<file path="config.mk">
export PLATFORM = sky130hd
export DESIGN_NAME = alarm_code
export DESIGN_NICKNAME = d
export VERILOG_FILES = /design/src/rtl/alarm_pkg.sv /design/src/rtl/alarm_code.sv /design/src/rtl/alarm_sequencer.sv /design/src/rtl/equation_stage.sv /design/src/rtl/second_counter.sv
export SDC_FILE = /design/constraint.sdc
export NUM_CORES = 1
export LEC_CHECK = 0
export ABC_AREA = 1
export BUFFER_PORTS_ARGS = -buffer_cell sky130_fd_sc_hd__buf_4
export CAP_MARGIN = 10
export CORE_UTILIZATION = 49
export CTS_BUF_LIST = sky130_fd_sc_hd__clkbuf_2
export DETAILED_ROUTE_END_ITERATION = 10
export GPL_ROUTABILITY_DRIVEN = 0
export PLACE_DENSITY = 0.73
export SYNTH_ARGS = -nofsm -noshare
export SYNTH_HDL_FRONTEND = slang
export SYNTH_SLANG_ARGS = --single-unit
</file>
<file path="constraint.sdc">
create_clock -name Clock -period 14.52 [get_ports Clock]
set_input_delay 0.726 -clock Clock [delete_from_list [all_inputs] [get_ports Clock]]
set_output_delay 0.726 -clock Clock [all_outputs]
set_load 0.1 [all_outputs]
</file>
<file path="src/rtl/alarm_pkg.sv">
package alarm_pkg;

    localparam int DATA_W            = 8;
    localparam int SECONDS_W         = 7;
    localparam int NUM_STAGES        = 2;
    localparam int NUM_STEPS         = 4;
    localparam int CYCLES_PER_SECOND = 50_000_000;

    localparam int STAGE_IDX_W = $clog2(NUM_STAGES);
    localparam int STEP_W      = $clog2(NUM_STEPS);

    localparam logic [STAGE_IDX_W-1:0] LAST_STAGE = STAGE_IDX_W'(NUM_STAGES - 1);
    localparam logic [STEP_W-1:0]      LAST_STEP  = STEP_W'(NUM_STEPS - 1);

    typedef enum logic [1:0] {
        ALU_ADD = 2'd0,
        ALU_MUL = 2'd1,
        ALU_DIV = 2'd2      // divide by zero gives 0
    } alu_op_t;

    typedef enum logic [1:0] {
        SEL_X = 2'd0,
        SEL_Y = 2'd1,
        SEL_Z = 2'd2
    } reg_sel_t;

    // where a step result lands
    typedef enum logic [1:0] {
        DEST_X = 2'd0,
        DEST_Y = 2'd1,
        DEST_R = 2'd2
    } dest_t;

    typedef struct packed {
        alu_op_t  op;
        reg_sel_t sel_a;
        reg_sel_t sel_b;
        dest_t    dest;
    } step_t;

    // one row per stage, steps run left to right
    localparam step_t EQ_PROGRAM [NUM_STAGES][NUM_STEPS] = '{
        '{  // (y / z) + (x / z)^2
            '{op: ALU_DIV, sel_a: SEL_X, sel_b: SEL_Z, dest: DEST_X},
            '{op: ALU_MUL, sel_a: SEL_X, sel_b: SEL_X, dest: DEST_X},
            '{op: ALU_DIV, sel_a: SEL_Y, sel_b: SEL_Z, dest: DEST_Y},
            '{op: ALU_ADD, sel_a: SEL_X, sel_b: SEL_Y, dest: DEST_R}
        },
        '{  // x*x*z + x*y
            '{op: ALU_MUL, sel_a: SEL_X, sel_b: SEL_Y, dest: DEST_Y},
            '{op: ALU_MUL, sel_a: SEL_X, sel_b: SEL_X, dest: DEST_X},
            '{op: ALU_MUL, sel_a: SEL_X, sel_b: SEL_Z, dest: DEST_X},
            '{op: ALU_ADD, sel_a: SEL_X, sel_b: SEL_Y, dest: DEST_R}
        }
    };

    // user answer, same bundle goes to every stage
    typedef struct packed {
        logic [DATA_W-1:0] value;
        logic              go;
    } operand_t;

    typedef struct packed {
        logic              solved;
        logic [DATA_W-1:0] target;
    } stage_status_t;

    typedef enum logic [1:0] {
        SEQ_IDLE     = 2'd0,
        SEQ_RUN      = 2'd1,
        SEQ_FINISHED = 2'd2
    } seq_state_t;

    typedef enum logic [3:0] {
        ST_IDLE, ST_CAPTURE,
        ST_LOAD_X, ST_WAIT_X,
        ST_LOAD_Y, ST_WAIT_Y,
        ST_LOAD_Z, ST_WAIT_Z,
        ST_STEP, ST_COMPARE, ST_COMPLETE, ST_CLEAR
    } stage_state_t;

endpackage

</file>
<file path="src/rtl/alarm_code.sv">
module alarm_code #(
    parameter int CYCLES_PER_SECOND = alarm_pkg::CYCLES_PER_SECOND
) (
    input  logic                     Clock,
    input  logic                     reset,
    input  logic                     arm,
    input  alarm_pkg::operand_t      answer,
    output alarm_pkg::stage_status_t status [alarm_pkg::NUM_STAGES],
    output logic                     alarm_on,
    output logic                     done
);

    logic [alarm_pkg::SECONDS_W-1:0]  seconds;
    logic [alarm_pkg::NUM_STAGES-1:0] start;   // one active stage at a time

    second_counter #(
        .CYCLES_PER_SECOND(CYCLES_PER_SECOND)
    ) u_second_counter (
        .Clock   (Clock),
        .reset   (reset),
        .seconds (seconds)
    );

    alarm_sequencer u_alarm_sequencer (
        .Clock    (Clock),
        .reset    (reset),
        .arm      (arm),
        .status   (status),
        .start    (start),
        .alarm_on (alarm_on),
        .done     (done)
    );

    // stage i runs row i of the program table
    for (genvar i = 0; i < alarm_pkg::NUM_STAGES; i++) begin : g_stage
        equation_stage #(
            .EQUATION_ID(i)
        ) u_equation_stage (
            .Clock   (Clock),
            .reset   (reset),
            .start   (start[i]),
            .seconds (seconds),
            .answer  (answer),
            .status  (status[i])
        );
    end

endmodule

</file>
<file path="src/rtl/alarm_sequencer.sv">
module alarm_sequencer (
    input  logic                              Clock,
    input  logic                              reset,
    input  logic                              arm,
    input  alarm_pkg::stage_status_t          status [alarm_pkg::NUM_STAGES],
    output logic [alarm_pkg::NUM_STAGES-1:0] start,
    output logic                              alarm_on,
    output logic                              done
);

    alarm_pkg::seq_state_t state;
    alarm_pkg::seq_state_t state_next;

    logic [alarm_pkg::STAGE_IDX_W-1:0] idx;     // active stage
    logic [alarm_pkg::STAGE_IDX_W-1:0] idx_next;

    always_comb begin
        state_next = state;
        idx_next   = idx;
        case (state)
            alarm_pkg::SEQ_IDLE: begin
                if (arm) begin
                    state_next = alarm_pkg::SEQ_RUN;
                    idx_next   = '0;
                end
            end
            alarm_pkg::SEQ_RUN: begin
                if (!arm) begin
                    state_next = alarm_pkg::SEQ_IDLE;   // disarmed mid chain
                end else if (status[idx].solved) begin
                    if (idx == alarm_pkg::LAST_STAGE) begin
                        state_next = alarm_pkg::SEQ_FINISHED;
                    end else begin
                        idx_next = idx + 1'b1;
                    end
                end
            end
            alarm_pkg::SEQ_FINISHED: begin
                if (!arm) state_next = alarm_pkg::SEQ_IDLE;
            end
            default: state_next = alarm_pkg::SEQ_IDLE;
        endcase
    end

    always_ff @(posedge Clock) begin
        if (reset) begin
            state <= alarm_pkg::SEQ_IDLE;
            idx   <= '0;
        end else begin
            state <= state_next;
            idx   <= idx_next;
        end
    end

    always_comb begin
        start = '0;
        if (state == alarm_pkg::SEQ_RUN) begin
            start[idx] = 1'b1;
        end
    end

    assign alarm_on = (state == alarm_pkg::SEQ_RUN);
    assign done     = (state == alarm_pkg::SEQ_FINISHED);

    // the active stage only moves on to the next one, after it was solved
    a_start_advance: assert property (@(posedge Clock) disable iff (reset)
        alarm_on && $past(alarm_on) && start != $past(start)
        |-> start == ($past(start) << 1) && $past(status[idx].solved));

    // done only after the last stage reported solved
    a_done_after_last: assert property (@(posedge Clock) disable iff (reset)
        $rose(done) |-> $past(status[alarm_pkg::LAST_STAGE].solved));

endmodule

</file>
<file path="src/rtl/equation_stage.sv">
module equation_stage #(
    parameter int EQUATION_ID = 0
) (
    input  logic                             Clock,
    input  logic                             reset,
    input  logic                             start,
    input  logic [alarm_pkg::SECONDS_W-1:0] seconds,
    input  alarm_pkg::operand_t              answer,
    output alarm_pkg::stage_status_t         status
);

    alarm_pkg::stage_state_t state;
    alarm_pkg::stage_state_t state_next;

    logic [alarm_pkg::STEP_W-1:0] step_cnt;
    alarm_pkg::step_t             step;

    logic [alarm_pkg::DATA_W-1:0] x;
    logic [alarm_pkg::DATA_W-1:0] y;
    logic [alarm_pkg::DATA_W-1:0] z;
    logic [alarm_pkg::DATA_W-1:0] result;
    logic [alarm_pkg::DATA_W-1:0] target;
    logic [alarm_pkg::DATA_W-1:0] alu_a;
    logic [alarm_pkg::DATA_W-1:0] alu_b;
    logic [alarm_pkg::DATA_W-1:0] alu_out;

    logic match;
    logic capture_target;

    function automatic logic [alarm_pkg::DATA_W-1:0] pick(
        input alarm_pkg::reg_sel_t          sel,
        input logic [alarm_pkg::DATA_W-1:0] x_val,
        input logic [alarm_pkg::DATA_W-1:0] y_val,
        input logic [alarm_pkg::DATA_W-1:0] z_val
    );
        case (sel)
            alarm_pkg::SEL_X: return x_val;
            alarm_pkg::SEL_Y: return y_val;
            alarm_pkg::SEL_Z: return z_val;
            default:          return '0;
        endcase
    endfunction

    assign step  = alarm_pkg::EQ_PROGRAM[EQUATION_ID][step_cnt];
    assign alu_a = pick(step.sel_a, x, y, z);
    assign alu_b = pick(step.sel_b, x, y, z);

    always_comb begin
        case (step.op)
            alarm_pkg::ALU_ADD: alu_out = alu_a + alu_b;
            alarm_pkg::ALU_MUL: alu_out = alu_a * alu_b;    // low byte only
            alarm_pkg::ALU_DIV: alu_out = (alu_b == '0) ? '0 : alu_a / alu_b;
            default:            alu_out = '0;
        endcase
    end

    assign match = (result == target);

    // first target on start, fresh one after each miss
    assign capture_target = start &&
        (state == alarm_pkg::ST_IDLE || state == alarm_pkg::ST_CAPTURE);

    always_comb begin
        state_next = state;
        case (state)
            alarm_pkg::ST_IDLE:     if (start) state_next = alarm_pkg::ST_LOAD_X;
            alarm_pkg::ST_CAPTURE:  state_next = alarm_pkg::ST_LOAD_X;
            alarm_pkg::ST_LOAD_X:   if (answer.go) state_next = alarm_pkg::ST_WAIT_X;
            alarm_pkg::ST_WAIT_X:   if (!answer.go) state_next = alarm_pkg::ST_LOAD_Y;
            alarm_pkg::ST_LOAD_Y:   if (answer.go) state_next = alarm_pkg::ST_WAIT_Y;
            alarm_pkg::ST_WAIT_Y:   if (!answer.go) state_next = alarm_pkg::ST_LOAD_Z;
            alarm_pkg::ST_LOAD_Z:   if (answer.go) state_next = alarm_pkg::ST_WAIT_Z;
            alarm_pkg::ST_WAIT_Z:   if (!answer.go) state_next = alarm_pkg::ST_STEP;
            alarm_pkg::ST_STEP: begin
                if (step_cnt == alarm_pkg::LAST_STEP) begin
                    state_next = alarm_pkg::ST_COMPARE;
                end
            end
            alarm_pkg::ST_COMPARE: begin
                state_next = match ? alarm_pkg::ST_COMPLETE : alarm_pkg::ST_CLEAR;
            end
            alarm_pkg::ST_COMPLETE: state_next = alarm_pkg::ST_COMPLETE;   // hold until start drops
            alarm_pkg::ST_CLEAR:    state_next = alarm_pkg::ST_CAPTURE;
            default:                state_next = alarm_pkg::ST_IDLE;
        endcase
        if (!start) begin
            state_next = alarm_pkg::ST_IDLE;
        end
    end

    always_ff @(posedge Clock) begin
        if (reset) begin
            state    <= alarm_pkg::ST_IDLE;
            step_cnt <= '0;
        end else begin
            state    <= state_next;
            step_cnt <= (state == alarm_pkg::ST_STEP) ? step_cnt + 1'b1 : '0;
        end
    end

    // operand, result and target registers
    always_ff @(posedge Clock) begin
        if (reset) begin
            x      <= '0;
            y      <= '0;
            z      <= '0;
            result <= '0;
            target <= '0;
        end else begin
            if (capture_target) begin
                target <= {{(alarm_pkg::DATA_W - alarm_pkg::SECONDS_W){1'b0}}, seconds};
            end
            case (state)
                alarm_pkg::ST_LOAD_X: begin
                    if (answer.go) x <= answer.value;
                end
                alarm_pkg::ST_LOAD_Y: begin
                    if (answer.go) y <= answer.value;
                end
                alarm_pkg::ST_LOAD_Z: begin
                    if (answer.go) z <= answer.value;
                end
                alarm_pkg::ST_STEP: begin
                    case (step.dest)
                        alarm_pkg::DEST_X: x <= alu_out;
                        alarm_pkg::DEST_Y: y <= alu_out;
                        alarm_pkg::DEST_R: result <= alu_out;
                        default: ;
                    endcase
                end
                alarm_pkg::ST_CLEAR: begin
                    x      <= '0;
                    y      <= '0;
                    z      <= '0;
                    result <= '0;
                end
                default: ;
            endcase
        end
    end

    assign status.target = target;
    assign status.solved = (state == alarm_pkg::ST_COMPLETE) && start;

    // solved only ever follows a compare that ran under a held start
    a_solved_start: assert property (@(posedge Clock) disable iff (reset)
        status.solved |-> $past(start));

    a_go_known: assert property (@(posedge Clock) disable iff (reset)
        !$isunknown(answer.go));

    // compare follows a full program, step 0 exactly NUM_STEPS cycles back
    a_step_count: assert property (@(posedge Clock) disable iff (reset)
        state == alarm_pkg::ST_COMPARE
        |-> $past(state, alarm_pkg::NUM_STEPS) == alarm_pkg::ST_STEP
            && $past(step_cnt, alarm_pkg::NUM_STEPS) == '0);

endmodule

</file>
<file path="src/rtl/second_counter.sv">
module second_counter #(
    parameter int CYCLES_PER_SECOND = alarm_pkg::CYCLES_PER_SECOND
) (
    input  logic                             Clock,
    input  logic                             reset,
    output logic [alarm_pkg::SECONDS_W-1:0] seconds
);

    localparam int PRESCALE_W = $clog2(CYCLES_PER_SECOND);

    logic [PRESCALE_W-1:0] prescale;
    logic                  tick;

    assign tick = (prescale == PRESCALE_W'(CYCLES_PER_SECOND - 1));

    always_ff @(posedge Clock) begin
        if (reset) begin
            prescale <= '0;
            seconds  <= '0;
        end else begin
            if (tick) begin
                prescale <= '0;
                seconds  <= seconds + 1'b1;     // wraps at 128
            end else begin
                prescale <= prescale + 1'b1;
            end
        end
    end

endmodule

</file>
Yosys cells after proc, flatten, opt, wreduce, memory -nomap -nowiden
Cells that the tools add are included.
Storage, ports and cells
  input port bits: 12
  bits in registers: 126
  output and inout bits: 20
  memories: 0
  word-level logic and storage cells: 218
  bits in latches: 0
  memory bits (writable): 0
  ROM bits: 0
Cells by class
  $add $sub $neg: 7
  bitwise gates (word level): 7
  divide/modulo/power cells: 2
  shifts and indexed selects: 0
  reduce and logical (&&, ||, !) cells: 48
  eq/ne operators: 71
  $mul: 2
  multiplexer cells: 58
  $lt $le $gt $ge: 5
Operators with widths (count)
  $pmux 8 s3: 10
  $mux 8: 13
  $pmux 4 s11: 2
  $pmux 8 s2: 4
  $ne 2x2->1 const B: 21
  $bmux 8 s2: 2
  $eq 4x3->1 const B: 8
  $eq 4x4->1 const B: 8
  $mux 4: 8
  $mux 9: 3
  $add 26x1->26 const B: 1
  $eq 26x26->1 const B: 1
  $eq 2x2->1 const B: 11
  $eq 2x1->1 const B: 9
  $logic_not 2->1: 9
  $add 8x8->8: 2
  $div 8x8->8: 2
  $eq 4x2->1 const B: 4
  $eq 8x7->1: 2
  $logic_not 8->1: 2
  $mul 8x8->8: 2
  $reduce_and 7->1: 2
  $reduce_or 2->1: 7
  $mux 2: 6
  other kinds (25): 61

Depth between registers and ports, before layout
Gate-level depths: netlist (run 1).
  depth after elaboration: 12
  depth in mapped cells: 86
  mapped depth without buffers: 84

Cells and area by module
A second synthesis (run 1) with hierarchy kept.
Second synthesis, totals
  cell total of the unflattened synthesis: 1737
  area, all modules: 11364.6 um2
By module, submodules not included
  equation_stage (g_stage[0].u_equation_stage): sequential area each 900.9 um2, area an instance 5612.9 um2, cells an instance 876, times used 1
  equation_stage (g_stage[1].u_equation_stage): sequential area each 900.9 um2, area an instance 3726.1 um2, cells an instance 550, times used 1
  second_counter: sequential area each 660.6 um2, area an instance 1849.3 um2, cells an instance 285, times used 1
  alarm_sequencer: sequential area each 60.1 um2, area an instance 176.4 um2, cells an instance 26, times used 1

Least setup slack after synthesis (run 1)
No wires, ideal clock.
  kind: reg-to-reg
  from: register g_stage[0].u_equation_stage.step_cnt[0] (netlist name)
  to: register g_stage[0].u_equation_stage.y[0] (netlist name)
  path buffers: 3
  library setup time: 0.113 ns
  cell stages (with the launch flop): 86
  required time: 14.407 ns
  data arrival time: 9.937 ns
  path slack: 4.469 ns
  clock period less this slack: 10.051 ns
  path through: dfxtp_1 -> inv_1 -> ha_1 -> buf_6 -> inv_6 -> nand2_8 -> nand2_8 -> buf_6 -> nand2_1 -> ha_1 -> nor2_1 -> nor2_1 -> nand3_1 -> nand2_1 -> nand2_1 -> ha_1 -> o21ai_0 -> nand2_1 -> (+50 left out) -> nand2_1 -> nand3b_1 -> and2_1 -> buf_2 -> inv_1 -> nand2_1 -> o21ai_0 -> ha_1 -> a21oi_1 -> o21ai_0 -> nand2_1 -> o2111ai_1 -> nand2_1 -> o211ai_1 -> nand3_1 -> o21ai_1 -> o21ai_1 -> inv_1
On the way
  longest elaborated chain between the ends: 11
  elaborated cells between the ends (all ways): 26
  those cells by class: add/sub: 1; mul: 1; div: 1; eq/ne: 8; mux: 9; bitwise: 1; reduce/logical: 5
RTL lines
  start: declaration: line equation_stage.sv:15  | logic [alarm_pkg::STEP_W-1:0] step_cnt;
  start signal: assignment: line equation_stage.sv:97  | step_cnt <= (state == alarm_pkg::ST_STEP) ? step_cnt + 1'b1 : '0;
  $not 2->3 (implied by the code) (*): line equation_stage.sv:44  | assign step = alarm_pkg::EQ_PROGRAM[EQUATION_ID][step_cnt];
  $bmux 8 s2 (*): line equation_stage.sv:44
  $mux 8 (implied by the code) (*) (2 in a row): line equation_stage.sv:44
  $eq 2x2->1, or another cell as far along: line equation_stage.sv:36  | case (sel)
  $pmux 8 s3: line equation_stage.sv:36
  $div 8x8->8 / $logic_not 8->1 (equally long branches): line equation_stage.sv:52  | alarm_pkg::ALU_DIV: alu_out = (alu_b == '0) ? '0 : alu_a / alu_b;
  $mux 8: line equation_stage.sv:52
  $pmux 8 s3: line equation_stage.sv:49  | case (step.op)
  $mux 8: line equation_stage.sv:124  | case (step.dest)
  $pmux 8 s3: line equation_stage.sv:113  | case (state)
  end signal: assignment: line equation_stage.sv:118  | if (answer.go) y <= answer.value;
  end signal: assignment: line equation_stage.sv:126  | alarm_pkg::DEST_Y: y <= alu_out;
  end: declaration: line equation_stage.sv:19  | logic [alarm_pkg::DATA_W-1:0] y;
Every way passes the cells marked *; elsewhere a longest branch is shown, timed or not. The select of a mux whose other input is x is not followed.
A chain may end at the register's enable or synchronous reset.

Worst setup path in the final report (run 1)
  from: register g_stage[0].u_equation_stage.step_cnt[0] (netlist name)
  to: register g_stage[0].u_equation_stage.x[0] (netlist name)
On the way
  longest elaborated chain between the ends: 11
  elaborated cells between the ends (all ways): 26
  those cells by class: add/sub: 1; mul: 1; div: 1; eq/ne: 7; mux: 9; bitwise: 1; reduce/logical: 6
RTL lines
  $not 2->3 (implied by the code) (*): line equation_stage.sv:44
  $bmux 8 s2 (*): line equation_stage.sv:44
  $mux 8 (implied by the code) (*) (2 in a row): line equation_stage.sv:44
  $eq 2x2->1, or another cell as far along: line equation_stage.sv:36
  $pmux 8 s3: line equation_stage.sv:36
  $div 8x8->8 / $logic_not 8->1 (equally long branches): line equation_stage.sv:52
  $mux 8: line equation_stage.sv:52
  $pmux 8 s3: line equation_stage.sv:49
  $mux 8: line equation_stage.sv:124
  $pmux 8 s3: line equation_stage.sv:113
  end signal: assignment: line equation_stage.sv:115  | if (answer.go) x <= answer.value;
  end signal: assignment: line equation_stage.sv:125  | alarm_pkg::DEST_X: x <= alu_out;
  end: declaration: line equation_stage.sv:18  | logic [alarm_pkg::DATA_W-1:0] x;
Marked as above.

==> results of run 1 <==
## worst min path at each step
stage | cells past startpoint | endpoint | start | slack [ps]
6_report | 3 | g_stage[1].u_equation_stage.z[0] | answer[1] | 280
5_1_grt | 3 | g_stage[1].u_equation_stage.z[0] | answer[1] | 260
4_1_cts | 3 | g_stage[1].u_equation_stage.z[0] | answer[1] | 260
3_5_place_dp | 2 | g_stage[1].u_equation_stage.y[0] | g_stage[1].u_equation_stage.y[0] | 450
3_3_place_gp | 2 | g_stage[1].u_equation_stage.y[0] | g_stage[1].u_equation_stage.y[0] | 440
2_1_floorplan | 1 | u_second_counter.prescale[0] | u_second_counter.prescale[0] | 430
## metrics by stage
| step | cell area [um2] | instances | util [%] | setup slack (ps) | hold WS, ps |
|---|---|---|---|---|---|
| 6_report | 11500 | 1944 | 53.8 | 2510 | 279 |
| 5_1_grt | 11500 | 1944 | 53.8 | 1130 | 259 |
| 2_1_floorplan | 10800 | 1638 | - | 4470 | 430 |
| 3_3_place_gp | 11200 | 1911 | 52.5 | 3380 | 440 |
| 3_5_place_dp | 11200 | 1911 | 52.5 | 2770 | 449 |
| 4_1_cts | 11500 | 1943 | 53.8 | 2690 | 257 |
## final cells by class
type,instances,share of cell area [%]
diodes,1,0.0218
clock buffers,17,0.743
multi-input cells,1191,61.1
well taps,275,3.00
flip-flops and latches,126,22.0
clock inverters,15,1.59
inverters,289,9.51
repair buffers,30,1.97
## tightest hold or removal path, stage by stage
cell and delay, ps:
buf_4 120, nand3_1 70, a21oi_1 50
## flip-flops by register name, indices dropped and copies added, names as in the netlist
register and cells:
g_stage.u_equation_stage.x 16, g_stage.u_equation_stage.target 14, u_alarm_sequencer.idx 1, g_stage.u_equation_stage.result 16
g_stage.u_equation_stage.step_cnt 4, g_stage.u_equation_stage.z 16, u_alarm_sequencer.state 2, u_second_counter.prescale 26
g_stage.u_equation_stage.state 8, u_second_counter.seconds 7, g_stage.u_equation_stage.y 16
## synth_stat cells, drive strengths merged
cell / number
a211oi: 2
a21o: 5
a21oi: 117
a221oi: 1
a22oi: 3
a31oi: 3
and2: 5
and3: 3
buf: 15
clkbuf: 17
clkinv: 2
conb: 1
dfxtp: 126
fa: 26
ha: 100
inv: 287
nand2: 386
nand3: 120
nand3b: 4
nand4: 20
nor2: 165
nor3: 26
nor3b: 2
nor4: 7
o2111ai: 2
o211ai: 14
o21a: 2
o21ai: 110
o21bai: 5
o22a: 1
o22ai: 3
o311ai: 1
or2: 12
or3: 1
xnor2: 20
xor2: 23
## per-layer routing
metal	global-route usage (%)	vias up	routed length [um]
met5	0	-	0
met3	3.00	50	1470
met2	42.7	324	13000
li1	-	5276	-
met1	33.5	4744	12700
met4	9.04	0	688
## power groups by stage
stage | combinational [W] | sequential [W] | clock, W
3_5_place_dp | 0.00208 | 0.000382 | 0
2_1_floorplan | 0.00161 | 0.000434 | 0
4_1_cts | 0.00209 | 0.000375 | 0.000250
5_1_grt | 0.00243 | 0.000377 | 0.000264
3_3_place_gp | 0.00197 | 0.000382 | 0
6_report | 0.00214 | 0.000375 | 0.000247
## cells by family (layout without fill, tap and decap cells)
| group | count (synthesis) | after routing | share of synthesized area (%) |
|---|---|---|---|
| compound gates | 269 | 269 | 14.1 |
| xor+xnor | 43 | 43 | 3.50 |
| fa+ha+maj | 126 | 126 | 16.4 |
| buf+inv | 321 | 351 | 11.6 |
| flops | 126 | 126 | 23.4 |
| other cells | 1 | 3 | 0.0348 |
| simple gates | 751 | 751 | 31.0 |
==> run metrics, run 1 <==
status completed; fin nets 1,793; drt pass-1 iters 5; TNS Setup 0 ps; Sw Ratio 54.2%; most common cell after layout, fill and taps aside nand2_1; # Post-CTS Setup Buffers 0; post-synth top area share 23.4%; synth top area cells dfxtp_1 23%, nand2_1 13%, ha_1 12%; Max IR drop VDD 0.403 mV; Fillers roughly 2,100; Power Internal roughly 0.0013 W; Iter 0 DRT Violations between 700 and 800; Mean Syn Cell Area 6.58 um2; P_leak roughly 5.6 nW; most frequent CP cell nand2_1; highest clock rate between 80 and 90 MHz; Congestion Overflow GR 0; crit path kind reg2reg; RR Endpoint g_stage[0].u_equation_stage.x[0]; CP max stage cell ha_1; CTS tree yes; htree depth 4; first-pass GRT wire length 45,900 um; Synth Instances ~1,600; largest net degree at the start of global routing 66; Final Cycle Share 82.7%; Hold Vio Cnt, Final 0; routed len/inst 14.3 um; vias per cell 5.35; R2R Setup Slk 2510 ps; Critical Path RT 15,170 ps; cell family with most CP delay simple AND/OR/NAND/NOR gates; vias in the first global route 9,684; CP Depth 83; largest area contributor in the netlist dfxtp_1; DIE WIDTH 150 um; core area 21,300 um2; Rel. slew slack 32.4%; I/O Pins 32; Multi-input gate area about 7000 um2; initial antenna violation count 1; Buf/Inv on CP 10; initial core utilization a little over 50%; critical path endpoint g_stage[0].u_equation_stage.x[0]; Cell variety after synth 59; synthesized cell area 10,800 um2; RSZ-0062 raised after global routing no; Clock power frac 8.9%; DIE AREA 22,600 um2; max_cap viols 0; Sw Pwr 0.00150 W; arrival time at the worst endpoint 12,670 ps; Root Buffer clkbuf_2; Slew @ Worst Pin 1010 ps; GRT Overall Usage between 20% and 30%; Final ANT Viol Nets 0; post-layout min period 12,010 ps; element type at the critical path end register; Slew Limit Fails 0; CP Launch Type register; Core Rows 53; most frequent cells in the layout 370 x nand2_1, 274 x inv_1, 157 x nor2_1; share of cells above drive strength 1 7.85%; WL final 27,800 um; DRC 0; CTS Buf Count 17; sequential area share after synthesis 23.4%; CTS clk-pin slew, worst paths 220 ps; HPWL Detailed between 20,000 and 25,000 um; CP max FO 18; clock skew about 38 ps; Synth Warn # 0; total vias in the final route 10,400; number of register bits inferred by synthesis approximately 130; Final Power 0.00277 W; area delta synth->final 6.34%; r2r startpoint g_stage[0].u_equation_stage.step_cnt[0]; Die Ht 150 um; worst skew pair latency between 700 and 800 ps; Comb pwr share 77.5%; Bufs on Longest Clock Path 2; type of the most critical hold path in2reg; post-cts hold buffer count 0; max incr delay on CP 640 ps; sequential power share 13.6%; Port-buffer cells 29; post-CTS sizing 0; Worst Setup SP g_stage[0].u_equation_stage.step_cnt[0]; # setup viols final 0; CTS Sinks 126; P per Cell Area 241 nW/um2; R2R cell count a little over 80; register area 2520 um2
Power figures use the tool's default switching activity.
==> run 2, diff against run 1 <==
--- a/config.mk
+++ b/config.mk
@@ -5,7 +5,7 @@
 export SDC_FILE = /design/constraint.sdc
 export NUM_CORES = 1
 export LEC_CHECK = 0
-export ABC_AREA = 1
+export ABC_AREA = 0
 export BUFFER_PORTS_ARGS = -buffer_cell sky130_fd_sc_hd__buf_4
 export CAP_MARGIN = 10
 export CORE_UTILIZATION = 49
==> constraint.sdc (replaced) <==
create_clock -name Clock -period 12.45 [get_ports Clock]
set_input_delay 0.6225 -clock Clock [delete_from_list [all_inputs] [get_ports Clock]]
set_output_delay 0.6225 -clock Clock [all_outputs]
set_load 0.1 [all_outputs]
==> run 2 against run 1 <==
  * Cell count fell by 21%
  * Synthesized cell count fell by 24%
  * Sequential share of layout area rose by 1.6 points
  * Clock skew rose by 3.3 ps
  * Largest power group is now sequential cells
  * First-iteration DRC count fell by 11%
  * Final area fell by 6.8%
  * Global-route usage fell by 1.2 points
  * Sequential cell count did not move
  * Critical path type unchanged
==> run metrics, run 2 <==
status completed; Critical Path RT 13,030 ps (-2140 ps); clock skew 40.9 ps (+3.32 ps); Synth Instances 1,242 (-24%); vias per cell 5.63 (+5.3%); DIE AREA 20,900 um2 (-7.4%); htree depth 4 (unchanged); Slew @ Worst Pin 1210 ps (+201 ps); arrival time at the worst endpoint 12,100 ps (-570 ps); highest clock rate 86.8 MHz (+4.2%); final worst slack 926 ps (-1580 ps); synthesized cell area 9960 um2 (-7.5%); most instantiated library cell after synthesis nor2_1; largest area contributor in the netlist dfxtp_1; share of cells above drive strength 1 8.11% (+0.26 points); hold slack 195 ps (-83.9 ps); register area 2520 um2 (about the same); Max IR drop VDD 0.0848 mV (-79%); routed len/inst 15.9 um (+11%); P per Cell Area 96.2 nW/um2 (-60%); Final ANT Viol Nets 0 (unchanged); crit path kind reg2reg; Post-synth top flop dfxtp_1; element type at the critical path end register; number of register bits inferred by synthesis 126 (unchanged); P_leak 4.71 nW (-16%); Die Ht 145 um (-3.8%); DIE WIDTH 145 um (-3.8%); Synth Warn # 0 (unchanged); Synth async-reset ratio 0% (unchanged); CTS Buf Count 17 (unchanged); synth top area cells dfxtp_1 25%, ha_1 13%, nor2_1 6.6%; Mean Syn Cell Area 8.02 um2 (+22%); post-layout min period 11,520 ps (-488 ps); CP max stage cell dfxtp_1; first-pass GRT wire length 39,600 um (-14%); sequential area share after synthesis 25.3% (+1.9 points); commonest cells in the netlist 175 x nor2_1, 126 x dfxtp_1, 107 x nand2_1; Rel. slew slack 19.5% (-13 points); Multi-input gate area 6920 um2 (-1.2%); Largest Register u_second_counter.prescale; most common cell after layout, fill and taps aside nor2_1; CTS clk-pin slew, worst paths 190 ps (-30 ps); CTS Sinks 126 (unchanged); GRT Overall Usage 24.3% (-1.2 points); HPWL Detailed 18,900 um (-13%); Fillers 1,892 (-10%); I/O Pins 32 (unchanged); Bufs on Longest Clock Path 2 (unchanged); DRC 0 (unchanged); max incr delay on CP 480 ps (-160 ps); dpl ws 504 ps (-2270 ps); total vias in the final route 8,650 (-17%); Root Buffer clkbuf_2; worst skew pair latency 680 ps (-30 ps); initial antenna violation count 1 (unchanged); Cell variety after synth 70 (+19%); max_cap viols 0 (unchanged); max reg flops 26 (unchanged); EDFF count, synth 0 (unchanged); most frequent cells in the layout 174 x nor2_1, 125 x dfxtp_1, 107 x nand2_1; CTS tree yes; # setup viols final 0 (unchanged); fin nets 1,395 (-22%); Core Rows 51 (-3.8%); core area 19,700 um2 (-7.4%); CP max FO 12 (-6); vias in the first global route 7,974 (-18%); drt pass-1 iters 5 (unchanged); Slew Limit Fails 0 (unchanged); post-synth top area share 25.3% (+1.9 points); type of the most critical hold path in2reg; area delta synth->final 7.13%; largest net degree at the start of global routing 78 (+18%); TNS Setup 0 ps (unchanged); Iter 0 DRT Violations 709 (-11%); post-cts hold buffer count 0 (unchanged); CP Launch Type register; R2R Setup Slk 930 ps (-1580 ps); Congestion Overflow GR 0 (unchanged); initial core utilization 50.5% (-0.085 points); Port-buffer cells 29 (unchanged); WL final 24,500 um (-12%); Hold Vio Cnt, Final 0 (unchanged); Final Cycle Share 92.6% (+9.8 points)
-- run 2: changes by cell type after synthesis, sizes merged, moves of 26 or more --
cell / delta
a21oi: -38
a22oi: +26
inv: -191
mux2i: +47
nand2: -279
nand3: -86
o21ai: -55
-- run 2: metal layers --
metal | routed length [um] | GRT usage, %
met1 | 11600 | 33.1
met5 | 0 | 0
met4 | 401 | 6.15
met2 | 11000 | 39.3
met3 | 1450 | 4.34
-- run 2: cell type report --
type / count / area share, %
Sequential cell: 126 / 23.6
Multi-Input combinational cell: 972 / 64.9
Tap cell: 265 / 3.11
Inverter: 96 / 3.38
Timing Repair Buffer: 44 / 3.09
Clock buffer: 18 / 0.844
Antenna cell: 1 / 0.0234
Clock inverter: 14 / 1.06
-- run 2: worst max-delay path, delay by kind of cell, from the launching register on --
kind | cells | cell delay (ps)
buffers and inverters | 3 | 560
and+or+nand+nor | 7 | 1110
muxes | 5 | 1530
DFF | 1 | 480
AOI/OAI and AO/OA | 33 | 5370
adders and majority gates | 8 | 2360
-- run 2: metrics by stage --
stage / total power (W) / util [%] / cell area, um2 / instances
6_report: 0.00103 / 54.1 / 10700 / 1536
3_3_place_gp: 0.000807 / 52.8 / 10400 / 1501
2_1_floorplan: 0.000731 / - / 9970 / 1243
3_5_place_dp: 0.000814 / 52.8 / 10400 / 1501
4_1_cts: 0.00103 / 53.9 / 10600 / 1533
5_1_grt: 0.00111 / 54.1 / 10700 / 1536
-- run 2: logic make-up (layout without fill, tap and decap cells) --
logic type	Yosys count	count (layout)	synth area share, %
other cells	1	3	0.0376
xor+xnor	91	91	8.83
mux	58	58	5.97
fa+ha+maj	126	126	17.8
simple gates	433	433	19.7
compound gates	262	262	16.8
flops	126	126	25.3
buf+inv	145	172	5.58
-- run 2: power by group --
part | switching, W | internal (W) | leakage, nW
logic | 0.000214 | 0.000185 | 3.57
clock network | 0.000163 | 0.0000560 | 0.116
registers | 0.00000205 | 0.000406 | 1.02
-- run 2: what timing repair did --
item	4_1_cts	5_1_grt
resized for setup	0	11
buffers inserted	0	2
endpoints found under the setup margin	0	3
-- run 2: final timing paths --
path,start,end,cells after the start
worst min register to register,g_stage[0].u_equation_stage.z[4],g_stage[0].u_equation_stage.z[4],2
worst max register to register,g_stage[0].u_equation_stage.step_cnt[0],g_stage[0].u_equation_stage.y[0],56
worst max-delay path,g_stage[0].u_equation_stage.step_cnt[0],g_stage[0].u_equation_stage.y[0],56
worst min-delay path,arm,u_alarm_sequencer.state[1],2
